$ cat config.mk
export PLATFORM = sky130hd
export DESIGN_NAME = spi_reg_top
export DESIGN_NICKNAME = d
export VERILOG_FILES = /design/src/design/spi_regs_pkg.sv /design/src/design/spi_frame_rx.sv /design/src/design/reg_bank.sv /design/src/design/sr4094_driver.sv /design/src/design/spi_reg_top.sv
export SDC_FILE = /design/constraint.sdc
export NUM_CORES = 1
export LEC_CHECK = 0
export BUFFER_PORTS_ARGS = -buffer_cell sky130_fd_sc_hd__buf_2
export CAP_MARGIN = 20
export CELL_PAD_IN_SITES_DETAIL_PLACEMENT = 1
export CELL_PAD_IN_SITES_GLOBAL_PLACEMENT = 1
export CORE_MARGIN = 5
export CORE_UTILIZATION = 44
export CTS_BUF_LIST = sky130_fd_sc_hd__clkbuf_8 sky130_fd_sc_hd__clkbuf_16
export DETAILED_ROUTE_END_ITERATION = 16
export GPL_TIMING_DRIVEN = 0
export PLACE_DENSITY = 0.72
export SLEW_MARGIN = 30
export SYNTH_ARGS = -nofsm -noshare
export SYNTH_HDL_FRONTEND = slang
export SYNTH_SLANG_ARGS = --single-unit
$ cat constraint.sdc
create_clock -name cs -period 2.9 [get_ports cs]
set_input_delay 0.435 -clock cs [delete_from_list [all_inputs] [get_ports cs]]
set_output_delay 0.435 -clock cs [all_outputs]
set_load 0.05 [all_outputs]
$ cat src/design/spi_regs_pkg.sv
package spi_regs_pkg;

  // frame geometry
  localparam int FRAME_BITS = 32;   // dir + addr + data
  localparam int HDR_BITS   = 8;    // dir + 7 bit address
  localparam int REG_BITS   = 24;   // register payload
  localparam int ADDR_BITS  = 7;
  localparam int SEL_BITS   = 5;    // register index part of the address
  localparam int OP_BITS    = 2;    // write operation part of the address

  typedef logic [REG_BITS-1:0]  reg_word_t;
  typedef logic [ADDR_BITS-1:0] reg_addr_t;
  typedef logic [SEL_BITS-1:0]  reg_sel_t;
  typedef logic [OP_BITS-1:0]   reg_op_t;
  typedef logic [5:0]           bit_cnt_t;   // counts up to 63, saturates

  // write operations, carried in address bits 6..5
  localparam reg_op_t OP_WRITE  = 2'd0;
  localparam reg_op_t OP_SET    = 2'd1;
  localparam reg_op_t OP_CLEAR  = 2'd2;
  localparam reg_op_t OP_TOGGLE = 2'd3;

  // register indices, address bits 4..0
  localparam reg_sel_t ADDR_LED     = 5'd7;
  localparam reg_sel_t ADDR_SPI_MUX = 5'd8;
  localparam reg_sel_t ADDR_4094    = 5'd9;

  localparam reg_word_t LED_RESET    = 24'h000015;   // 10101 on the leds
  localparam reg_word_t READ_DEFAULT = 24'd12345;    // unknown index

endpackage

$ cat src/design/spi_frame_rx.sv
`timescale 1ns/1ps

module spi_frame_rx (
  input  logic                    cs,
  input  logic                    rst_n,
  input  logic                    sck,
  input  logic                    ss_n,
  input  logic                    mosi,
  input  spi_regs_pkg::reg_word_t rd_data,
  output logic                    miso,
  output logic                    hdr_valid,
  output spi_regs_pkg::reg_addr_t hdr_addr,
  output logic                    wr_valid,
  output spi_regs_pkg::reg_addr_t wr_addr,
  output spi_regs_pkg::reg_word_t wr_data
);

  logic [1:0] sck_sync;    // two flop synchronizers
  logic [1:0] ss_sync;
  logic [1:0] mosi_sync;
  logic       sck_prev;    // for edge detect
  logic       ss_prev;
  logic       sck_rise;
  logic       sck_fall;
  logic       ss_rise;
  logic       ss_idle;

  logic [spi_regs_pkg::FRAME_BITS-1:0] in_sr;    // mosi shift register
  logic [spi_regs_pkg::HDR_BITS-1:0]   hdr_q;    // dir + addr, captured at bit 8
  spi_regs_pkg::reg_word_t             out_sr;   // miso shifter
  spi_regs_pkg::bit_cnt_t              bit_cnt;

  always_ff @(posedge cs)
  begin
    if (!rst_n)
    begin
      sck_sync  <= 2'b00;
      ss_sync   <= 2'b11;   // deselected
      mosi_sync <= 2'b00;
      sck_prev  <= 1'b0;
      ss_prev   <= 1'b1;
    end
    else
    begin
      sck_sync  <= {sck_sync[0], sck};
      ss_sync   <= {ss_sync[0], ss_n};
      mosi_sync <= {mosi_sync[0], mosi};
      sck_prev  <= sck_sync[1];
      ss_prev   <= ss_sync[1];
    end
  end

  assign ss_idle  = ss_sync[1];
  assign sck_rise = sck_sync[1] & ~sck_prev;    // mode 0 sample edge
  assign sck_fall = ~sck_sync[1] & sck_prev;    // mode 0 launch edge
  assign ss_rise  = ss_sync[1] & ~ss_prev;      // end of frame

  // data path, no reset needed
  always_ff @(posedge cs)
  begin
    if (!ss_idle && sck_rise)
    begin
      in_sr <= {in_sr[spi_regs_pkg::FRAME_BITS-2:0], mosi_sync[1]};
      if (bit_cnt == spi_regs_pkg::bit_cnt_t'(spi_regs_pkg::HDR_BITS - 1))
        hdr_q <= {in_sr[spi_regs_pkg::HDR_BITS-2:0], mosi_sync[1]};   // 8th bit arriving
    end
    if (ss_rise)
    begin
      wr_addr <= in_sr[spi_regs_pkg::FRAME_BITS-2:spi_regs_pkg::REG_BITS];
      wr_data <= in_sr[spi_regs_pkg::REG_BITS-1:0];
    end
  end

  always_ff @(posedge cs)
  begin
    if (!rst_n)
    begin
      bit_cnt   <= '0;
      out_sr    <= '0;
      miso      <= 1'b0;
      hdr_valid <= 1'b0;
      wr_valid  <= 1'b0;
    end
    else
    begin
      hdr_valid <= 1'b0;   // strobes
      wr_valid  <= 1'b0;
      if (ss_idle)
      begin
        bit_cnt <= '0;
        out_sr  <= '0;
        miso    <= 1'b0;
        // commit only full write frames, bit 31 low means write
        if (ss_rise && bit_cnt == spi_regs_pkg::bit_cnt_t'(spi_regs_pkg::FRAME_BITS) &&
            !in_sr[spi_regs_pkg::FRAME_BITS-1])
          wr_valid <= 1'b1;
      end
      else
      begin
        if (sck_rise)
        begin
          if (bit_cnt != '1)
            bit_cnt <= bit_cnt + 1'b1;   // saturate on overlong frames
          if (bit_cnt == spi_regs_pkg::bit_cnt_t'(spi_regs_pkg::HDR_BITS - 1))
            hdr_valid <= 1'b1;
        end
        if (hdr_valid)
        begin
          // rd_data answers hdr_addr in this cycle, zeros for a write frame
          out_sr <= hdr_q[spi_regs_pkg::HDR_BITS-1] ? rd_data : '0;
        end
        else if (sck_fall)
        begin
          miso   <= out_sr[spi_regs_pkg::REG_BITS-1];   // msb first
          out_sr <= out_sr << 1;
        end
      end
    end
  end

  assign hdr_addr = hdr_q[spi_regs_pkg::HDR_BITS-2:0];

endmodule

$ cat src/design/reg_bank.sv
`timescale 1ns/1ps

module reg_bank (
  input  logic                    cs,
  input  logic                    rst_n,
  input  spi_regs_pkg::reg_addr_t hdr_addr,
  input  logic                    wr_valid,
  input  spi_regs_pkg::reg_addr_t wr_addr,
  input  spi_regs_pkg::reg_word_t wr_data,
  output spi_regs_pkg::reg_word_t rd_data,
  output spi_regs_pkg::reg_word_t led,
  output spi_regs_pkg::reg_word_t spi_mux,
  output spi_regs_pkg::reg_word_t reg_4094,
  output logic                    wr_4094
);

  spi_regs_pkg::reg_sel_t wr_sel;
  spi_regs_pkg::reg_op_t  wr_op;
  spi_regs_pkg::reg_sel_t rd_sel;

  // one update rule for all ops, clear wins over set
  function automatic spi_regs_pkg::reg_word_t apply_op(
    input spi_regs_pkg::reg_word_t cur,
    input spi_regs_pkg::reg_op_t   op,
    input spi_regs_pkg::reg_word_t data
  );
    spi_regs_pkg::reg_word_t set_m;
    spi_regs_pkg::reg_word_t clr_m;
    spi_regs_pkg::reg_word_t tgl_m;
    set_m = '0;
    clr_m = '0;
    tgl_m = '0;
    case (op)
      spi_regs_pkg::OP_WRITE:
      begin
        set_m = data;    // replace is set ones + clear zeros
        clr_m = ~data;
      end
      spi_regs_pkg::OP_SET:   set_m = data;
      spi_regs_pkg::OP_CLEAR: clr_m = data;
      default:                tgl_m = data;   // toggle
    endcase
    return ((cur | set_m) & ~clr_m) ^ tgl_m;
  endfunction

  assign wr_sel = wr_addr[spi_regs_pkg::SEL_BITS-1:0];
  assign wr_op  = wr_addr[spi_regs_pkg::ADDR_BITS-1:spi_regs_pkg::SEL_BITS];
  assign rd_sel = hdr_addr[spi_regs_pkg::SEL_BITS-1:0];   // op bits ignored on read

  always_ff @(posedge cs)
  begin
    if (!rst_n)
    begin
      led      <= spi_regs_pkg::LED_RESET;
      spi_mux  <= '0;    // no spi device selected
      reg_4094 <= '0;
      wr_4094  <= 1'b0;
    end
    else
    begin
      wr_4094 <= 1'b0;
      if (wr_valid)
      begin
        case (wr_sel)
          spi_regs_pkg::ADDR_LED:     led     <= apply_op(led, wr_op, wr_data);
          spi_regs_pkg::ADDR_SPI_MUX: spi_mux <= apply_op(spi_mux, wr_op, wr_data);
          spi_regs_pkg::ADDR_4094:
          begin
            reg_4094 <= apply_op(reg_4094, wr_op, wr_data);
            wr_4094  <= 1'b1;   // kick the chain update
          end
          default: ;            // unknown index, write dropped
        endcase
      end
    end
  end

  // readback mux, answered in the hdr_valid cycle
  always_comb
  begin
    case (rd_sel)
      spi_regs_pkg::ADDR_LED:     rd_data = led;
      spi_regs_pkg::ADDR_SPI_MUX: rd_data = spi_mux;
      spi_regs_pkg::ADDR_4094:    rd_data = reg_4094;
      default:                    rd_data = spi_regs_pkg::READ_DEFAULT;
    endcase
  end

endmodule

$ cat src/design/sr4094_driver.sv
`timescale 1ns/1ps

module sr4094_driver (
  input  logic                    cs,
  input  logic                    rst_n,
  input  spi_regs_pkg::reg_word_t reg_4094,
  input  logic                    wr_4094,
  output logic                    sr_data,
  output logic                    sr_clk,
  output logic                    sr_strobe,
  output logic                    sr_busy
);

  typedef enum logic [1:0] {
    ST_IDLE,
    ST_LOW,      // data set up, clock low
    ST_HIGH,     // clock high, chain shifts
    ST_STROBE    // latch into the 4094 outputs
  } state_t;

  state_t                  state;
  spi_regs_pkg::reg_word_t shift_q;    // working copy of the register
  spi_regs_pkg::bit_cnt_t  bit_idx;    // bits sent so far
  logic                    pending;    // write came in mid update
  logic                    start;

  // idle start, or back to back rerun at the strobe
  assign start = (state == ST_IDLE || state == ST_STROBE) && (wr_4094 || pending);

  always_ff @(posedge cs)
  begin
    if (!rst_n)
    begin
      state   <= ST_IDLE;
      bit_idx <= '0;
      pending <= 1'b0;
    end
    else
    begin
      case (state)
        ST_IDLE:
          if (start)
          begin
            state   <= ST_LOW;
            bit_idx <= '0;
          end
        ST_LOW: state <= ST_HIGH;
        ST_HIGH:
          if (bit_idx == spi_regs_pkg::bit_cnt_t'(spi_regs_pkg::REG_BITS - 1))
            state <= ST_STROBE;   // all 24 clocked
          else
          begin
            bit_idx <= bit_idx + 1'b1;
            state   <= ST_LOW;
          end
        default:   // ST_STROBE
          if (start)
          begin
            state   <= ST_LOW;    // rerun with latest value
            bit_idx <= '0;
            pending <= 1'b0;
          end
          else
            state <= ST_IDLE;
      endcase
      if (wr_4094 && (state == ST_LOW || state == ST_HIGH))
        pending <= 1'b1;          // only one rerun, later writes fold in
    end
  end

  always_ff @(posedge cs)
  begin
    if (start)
      shift_q <= reg_4094;
    else if (state == ST_HIGH)
      shift_q <= shift_q << 1;    // next bit up for the following low phase
  end

  assign sr_busy   = (state != ST_IDLE);
  assign sr_clk    = (state == ST_HIGH);
  assign sr_strobe = (state == ST_STROBE);
  assign sr_data   = sr_busy & shift_q[spi_regs_pkg::REG_BITS-1];   // msb first

endmodule

$ cat src/design/spi_reg_top.sv
`timescale 1ns/1ps

module spi_reg_top (
  input  logic                    cs,
  input  logic                    rst_n,
  input  logic                    sck,
  input  logic                    ss_n,
  input  logic                    mosi,
  output logic                    miso,
  output spi_regs_pkg::reg_word_t led,
  output spi_regs_pkg::reg_word_t spi_mux,
  output logic                    sr_data,
  output logic                    sr_clk,
  output logic                    sr_strobe,
  output logic                    sr_busy
);

  logic                    hdr_valid;
  spi_regs_pkg::reg_addr_t hdr_addr;
  logic                    wr_valid;
  spi_regs_pkg::reg_addr_t wr_addr;
  spi_regs_pkg::reg_word_t wr_data;
  spi_regs_pkg::reg_word_t rd_data;    // readback, combinational from the bank
  spi_regs_pkg::reg_word_t reg_4094;   // 4094 state, only to the driver
  logic                    wr_4094;

  spi_frame_rx u_frame_rx (
    .cs        (cs),
    .rst_n     (rst_n),
    .sck       (sck),
    .ss_n      (ss_n),
    .mosi      (mosi),
    .rd_data   (rd_data),
    .miso      (miso),
    .hdr_valid (hdr_valid),
    .hdr_addr  (hdr_addr),
    .wr_valid  (wr_valid),
    .wr_addr   (wr_addr),
    .wr_data   (wr_data)
  );

  reg_bank u_reg_bank (
    .cs       (cs),
    .rst_n    (rst_n),
    .hdr_addr (hdr_addr),
    .wr_valid (wr_valid),
    .wr_addr  (wr_addr),
    .wr_data  (wr_data),
    .rd_data  (rd_data),
    .led      (led),
    .spi_mux  (spi_mux),
    .reg_4094 (reg_4094),
    .wr_4094  (wr_4094)
  );

  sr4094_driver u_sr4094 (
    .cs        (cs),
    .rst_n     (rst_n),
    .reg_4094  (reg_4094),
    .wr_4094   (wr_4094),
    .sr_data   (sr_data),
    .sr_clk    (sr_clk),
    .sr_strobe (sr_strobe),
    .sr_busy   (sr_busy)
  );

endmodule

# [Word level (Yosys, flattened, before mapping)]
# Cells that the tools add are included.
[classes] n_eq_ne=18 muxes=49 bitwise=24 add_sub_neg=2 n_reduce_logical=31
[op_table] op="$mux W24" count=34
[op_table] op="$not A24 Y24" count=4
[op_table] op="$and A24 B24 Y24" count=3
[op_table] op="$or A24 B24 Y24" count=3
[op_table] op="$pmux W24 S3" count=1
[op_table] op="$xor A24 B24 Y24" count=3
[op_table] op="$pmux W24 S2" count=1
[op_table] op="$eq A5 B4 Y1 const B" count=4
[op_table] op="$reduce_and A2 Y1" count=9
[op_table] op="$add A6 B1 Y6 const B" count=2
[op_table] op="$mux W6" count=2
[op_table] op="$pmux W6 S2" count=1
[op_table] op="$eq A5 B3 Y1 const B" count=2
[op_table] op="$reduce_or A3 Y1" count=3
[op_table] op="$reduce_bool A2 Y1" count=4
[op_table] op="$mux W1" count=7
[op_table] op="$not A1 Y1" count=7
[op_table] op="$eq A2 B2 Y1 const B" count=3
[op_table] op="$eq A6 B3 Y1 const B" count=1
[op_table] op="$eq A6 B5 Y1 const B" count=1
[op_table] op="$eq A6 B6 Y1 const B" count=1
[op_table] op="$ne A6 B6 Y1 const B" count=1
[op_table] op="$pmux W2 S3" count=1
[op_table] op="$logic_and A1 B1 Y1" count=5
[op_table] op="other kinds (10)" count=21
[word_totals] output_inout_bits=53 wordCells=146 register_bits=218

# [Depth between registers and ports, before layout]
[logic_depth] word_depth=9 depth_mapped=7

# [Modules after synthesis]
# From an unflattened synthesis, not the netlist that was laid out.
[unflattened] hier_cells=1004 area_unflattened_um2=10664.0
[by_module_without_submodules] mod="reg_bank" seq_area_each_um2=1461.4 instances=1 cells_per_inst=583 area_each_um2=5121.2
[by_module_without_submodules] mod="spi_frame_rx" seq_area_each_um2=2952.8 instances=1 cells_per_inst=303 area_each_um2=3965.1
[by_module_without_submodules] mod="sr4094_driver" seq_area_each_um2=900.9 instances=1 cells_per_inst=118 area_each_um2=1577.8

# [Least setup slack after synthesis]
# Ideal clock, no wire load.
[synth_path] path_type="reg-to-reg" start="register u_frame_rx.sck_prev" end="register u_frame_rx.hdr_q[0] (netlist name), enable pin" t_arrival_ns=2.814 path_slack_ns=-0.302 n_path_buf=0 stages_incl_launch_ff=4 setup_time_ns=0.388 synth_period_minus_slack_ns=3.202 required_time_ns=2.512 path_cell_list="dfxtp_1 nand2b_1 nor2_1 nor4bb_1"
[synth_between] elab_chain_len=4
[synth_lines] item="start: declaration" line_no="spi_frame_rx.sv:21" text="logic sck_prev;"
[synth_lines] item="start signal: assignment" line_no="spi_frame_rx.sv:48" text="sck_prev <= sck_sync[1];"
[synth_lines] item="$not A1 Y1" line_no="spi_frame_rx.sv:54" text="assign sck_rise = sck_sync[1] & ~sck_prev;"
[synth_lines] item="$and A1 B1 Y1" line_no="spi_frame_rx.sv:54"
[synth_lines] item="$logic_and A1 B1 Y1" line_no="spi_frame_rx.sv:61" text="if (!ss_idle && sck_rise)"
[synth_lines] item="$reduce_and A2 Y1 (no source line)"
[synth_lines] item="end signal: assignment" line_no="spi_frame_rx.sv:65" text="hdr_q <= {in_sr[spi_regs_pkg::HDR_BITS-2:0], mosi_sync[1]};"
[synth_lines] item="end: declaration" line_no="spi_frame_rx.sv:29" text="logic [spi_regs_pkg::HDR_BITS-1:0] hdr_q;"
# Every way passes these cells.
# A chain may end at the register's enable or synchronous reset.

# [Worst setup path after layout]
[layout_path] start="register u_sr4094.state[0]" end="register u_sr4094.shift_q[16], enable pin"
[layout_between] elab_chain_len=4 elab_cells_between_ends=6 cone_classes="eq/ne (2); reduce/logical (4)"
[layout_lines] item="start: declaration" line_no="sr4094_driver.sv:21" text="state_t state;"
[layout_lines] item="start signal: assignment" line_no="sr4094_driver.sv:34" text="state <= ST_IDLE;"
[layout_lines] item="start signal: assignment" line_no="sr4094_driver.sv:44" text="state <= ST_LOW;"
[layout_lines] item="start signal: assignment" line_no="sr4094_driver.sv:47" text="ST_LOW: state <= ST_HIGH;"
[layout_lines] item="$eq A2 B2 Y1 or $logic_not A2 Y1 (tied branches)" line_no="sr4094_driver.sv:28" text="assign start = (state == ST_IDLE || state == ST_STROBE) && (wr_4094 || pending);"
[layout_lines] item="$logic_or A1 B1 Y1" line_no="sr4094_driver.sv:28"
[layout_lines] item="$logic_and A1 B1 Y1" line_no="sr4094_driver.sv:28"
[layout_lines] item="$reduce_bool A2 Y1 (no source line) *"
[layout_lines] item="end signal: assignment" line_no="sr4094_driver.sv:74" text="shift_q <= reg_4094;"
[layout_lines] item="end signal: assignment" line_no="sr4094_driver.sv:76" text="shift_q <= shift_q << 1;"
[layout_lines] item="end: declaration" line_no="sr4094_driver.sv:22" text="spi_regs_pkg::reg_word_t shift_q;"
# Every way passes the cells marked *; elsewhere a longest branch is shown, timed or not.

==> run metrics <==
status complete, no violations; first-pass GRT wire length 49.3 mm; Critical Path AT 2.45 ns; via/cell ratio 6.21; crit path cell chain inv_1 -> ha_1 -> o21ba_2 -> nor2_1 -> clkinv_1; P per Cell Area 591 nW/µm²; 1st-pass router iterations 5; Area Growth Syn to Fin 16.1%; wire per inst 23.9 µm; Routed Antenna Nets 0; DR DRC count 0; final instance area 11,300 µm²; Post CTS Setup Buffer Count 0; worst setup margin 0.450 ns; #FFs+latches synth 216; GRT Util Overall 24.1%; Leakage 0.00404 µW; initial antenna violation count 0; Worst setup SP type flip-flop; worst skew pair latency 0.52 ns; TritonCTS clock tree done; Max FO, Critical Path 24; Top FF cell, synth dfxtp_1; fin. max-slew vios 0; core box area 21,800 µm²; Syn Inst Count 936; mapped cell area 9770 µm²; CTS HTree Levels 1; clock tree buffer depth 3; DRT Wirelength 31.6 mm; yosys warns 0; period utilisation layout 84.5%; hold slack 0.124 ns; Synth cell types 70; Hold WC Path Type in -> reg; # diodes 0; CP Capture Type flip-flop; Initial Util 44.8%; Multi-input gate area 4140 µm²; Seq/Total Area, Yosys 53.8%; skew final 0.0211 ns; number of CTS-inserted buffers 25; Highest Clock Rate 408 MHz; GP Congestion 0.880; Slew @ Worst Pin 0.965 ns; crit path launch u_sr4094.state[0]; fillers 2,370; die width 159 µm; Die H 159 µm; sequential cell area 5260 µm²; grt ovf 0; root buffer cell clkbuf_16; critical path type reg -> reg; row count 54; Worst R2R Start u_sr4094.state[0]; vias 8,195; Synth async-reset ratio 0%; Avg Cell Area, Syn 10.4 µm²; DPL Wire Length 22.8 mm; Max VDD drop 0.000575 V; worst rel slew slack 35.7%; Req. time, crit path 2.90 ns; IO buf count 57; clock sink count 216; vias in the first global route 8,513; hold buffers post-CTS 0; final setup violation count 0; CP max-delay cell clkinv_1; Hold Vio Cnt, Final 0; fin crit period 2.45 ns; min-delay src ss_n; die area 25,300 µm²; post-layout util 52.0%; RSZ-0062 raised after global routing no; CP peak stage delay 0.74 ns; post-synthesis net count 948; DP Area 10,500 µm²; Setup WS pre-CTS 0.591 ns; register clock-pin slew on the reported worst setup and hold paths 0.06 ns; First DRT Iteration DRCs 675; num ports 58; layout cell share with drive strength beyond 1 14.8%; Nets 1,034; Post-synth EDFFs 93; Resize count post-CTS 0; pin count of the biggest net entering global routing 25; Max-Cap Viols 0
## cell usage after synthesis (all sizes together), types with 7 or more instances
cell type | count | area [µm²]
a21oi | 49 | 245
nor3 | 7 | 35.0
nand2b | 20 | 125
dfxtp | 123 | 2460
o311ai | 34 | 388
nand2 | 101 | 379
nand3 | 31 | 155
edfxtp | 93 | 2790
o22ai | 13 | 81.3
o21ai | 82 | 410
clkbuf | 42 | 159
mux2i | 37 | 370
buf | 20 | 106
o31ai | 25 | 188
a221o | 37 | 370
a31oi | 8 | 50.1
nor2 | 33 | 126
inv | 36 | 135
o32ai | 13 | 114
nor2b | 26 | 163
ha | 7 | 87.6
and2 | 10 | 62.6
## power breakdown
part,switching [µW],internal (µW)
logic,150,56.9
clock network,1320,1970
registers,29.3,3180
## layout make-up
class                   count  area share [%]
flip-flops and latches    216            46.3
multi-input cells         622            36.5
clock buffers              26            5.64
well taps                 280            3.09
repair buffers             59            3.00
plain buffers              62            2.34
clock inverters            19            1.93
inverters                  36            1.19
## critical path: cells and delay by family, from the launching register on
kind / cells / cell delay, ns
buf+inv: 2 / 0.82
flops: 1 / 0.39
fa+ha+maj: 1 / 0.33
simple gates: 1 / 0.21
compound gates: 1 / 0.18
## placed cells by master, fill, tap and decap left out, types with 8 or more instances in the layout
cell type | netlist | routed
dfxtp_1 | 123 | 123
nand2_1 | 101 | 101
edfxtp_1 | 93 | 93
o21ai_0 | 75 | 75
buf_2 | 13 | 70
a21oi_1 | 49 | 49
clkbuf_1 | 41 | 41
a221o_1 | 37 | 37
mux2i_1 | 37 | 37
inv_1 | 34 | 35
nor2_1 | 32 | 31
nand3_1 | 31 | 31
nor2b_1 | 26 | 25
o31ai_1 | 25 | 25
clkbuf_16 | 0 | 25
nand2b_1 | 20 | 20
o311ai_0 | 16 | 16
o22ai_1 | 13 | 13
o32ai_1 | 13 | 13
o311ai_2 | 12 | 12
and2_1 | 10 | 10
a31oi_1 | 8 | 8
clkinvlp_4 | 0 | 8
## metal layers
layer  global-route usage [%]  share of wire (%)  up-vias
met4                     8.96                4.2        0
met2                     39.8                 47      250
met5                        0                  0        -
met3                     3.44                4.8       78
met1                     32.3                 44     4130
li1                         -                  -     3737
## kinds of logic (layout without fill, tap and decap cells)
| logic type | after synthesis | in the layout | share of synthesized area, % |
|---|---|---|---|
| flops | 216 | 216 | 53.8 |
| simple gates | 269 | 269 | 14.2 |
| mux | 43 | 43 | 4.48 |
| xor+xnor | 4 | 4 | 0.358 |
| buf+inv | 98 | 202 | 4.10 |
| fa+ha+maj | 7 | 7 | 0.896 |
| compound gates | 299 | 299 | 22.2 |
## state kept, by name, summed over array words and instances (netlist names), 2 cells and up
name	flops
u_frame_rx.wr_addr	7
u_frame_rx.sck_sync	2
u_frame_rx.wr_data	24
u_frame_rx.bit_cnt	6
u_sr4094.shift_q	24
u_reg_bank.reg_4094	24
u_sr4094.bit_idx	6
u_frame_rx.ss_sync	2
u_frame_rx.hdr_q	6
u_reg_bank.led	24
u_frame_rx.mosi_sync	2
u_frame_rx.out_sr	24
u_sr4094.state	2
u_reg_bank.spi_mux	24
u_frame_rx.in_sr	32
## through the flow
step | instances | power [µW] | setup TNS (ns)
6_report | 1320 | 6710 | 0
5_1_grt | 1320 | 6910 | 0
4_1_cts | 1320 | 6760 | 0
3_5_place_dp | 1275 | 3480 | 0
3_3_place_gp | 1273 | 3480 | -13.28
2_1_floorplan | 936 | 3410 | 0
## final timing paths
check | to | slack (ns) | cells past startpoint
min reg2reg | u_frame_rx.in_sr[0] | 0.43 | 0
min | u_frame_rx.ss_sync[0] | 0.12 | 2
max reg2reg | u_sr4094.shift_q[16] | 0.45 | 5
max | u_sr4094.shift_q[16] | 0.45 | 5
Power figures use the tool's default switching activity.
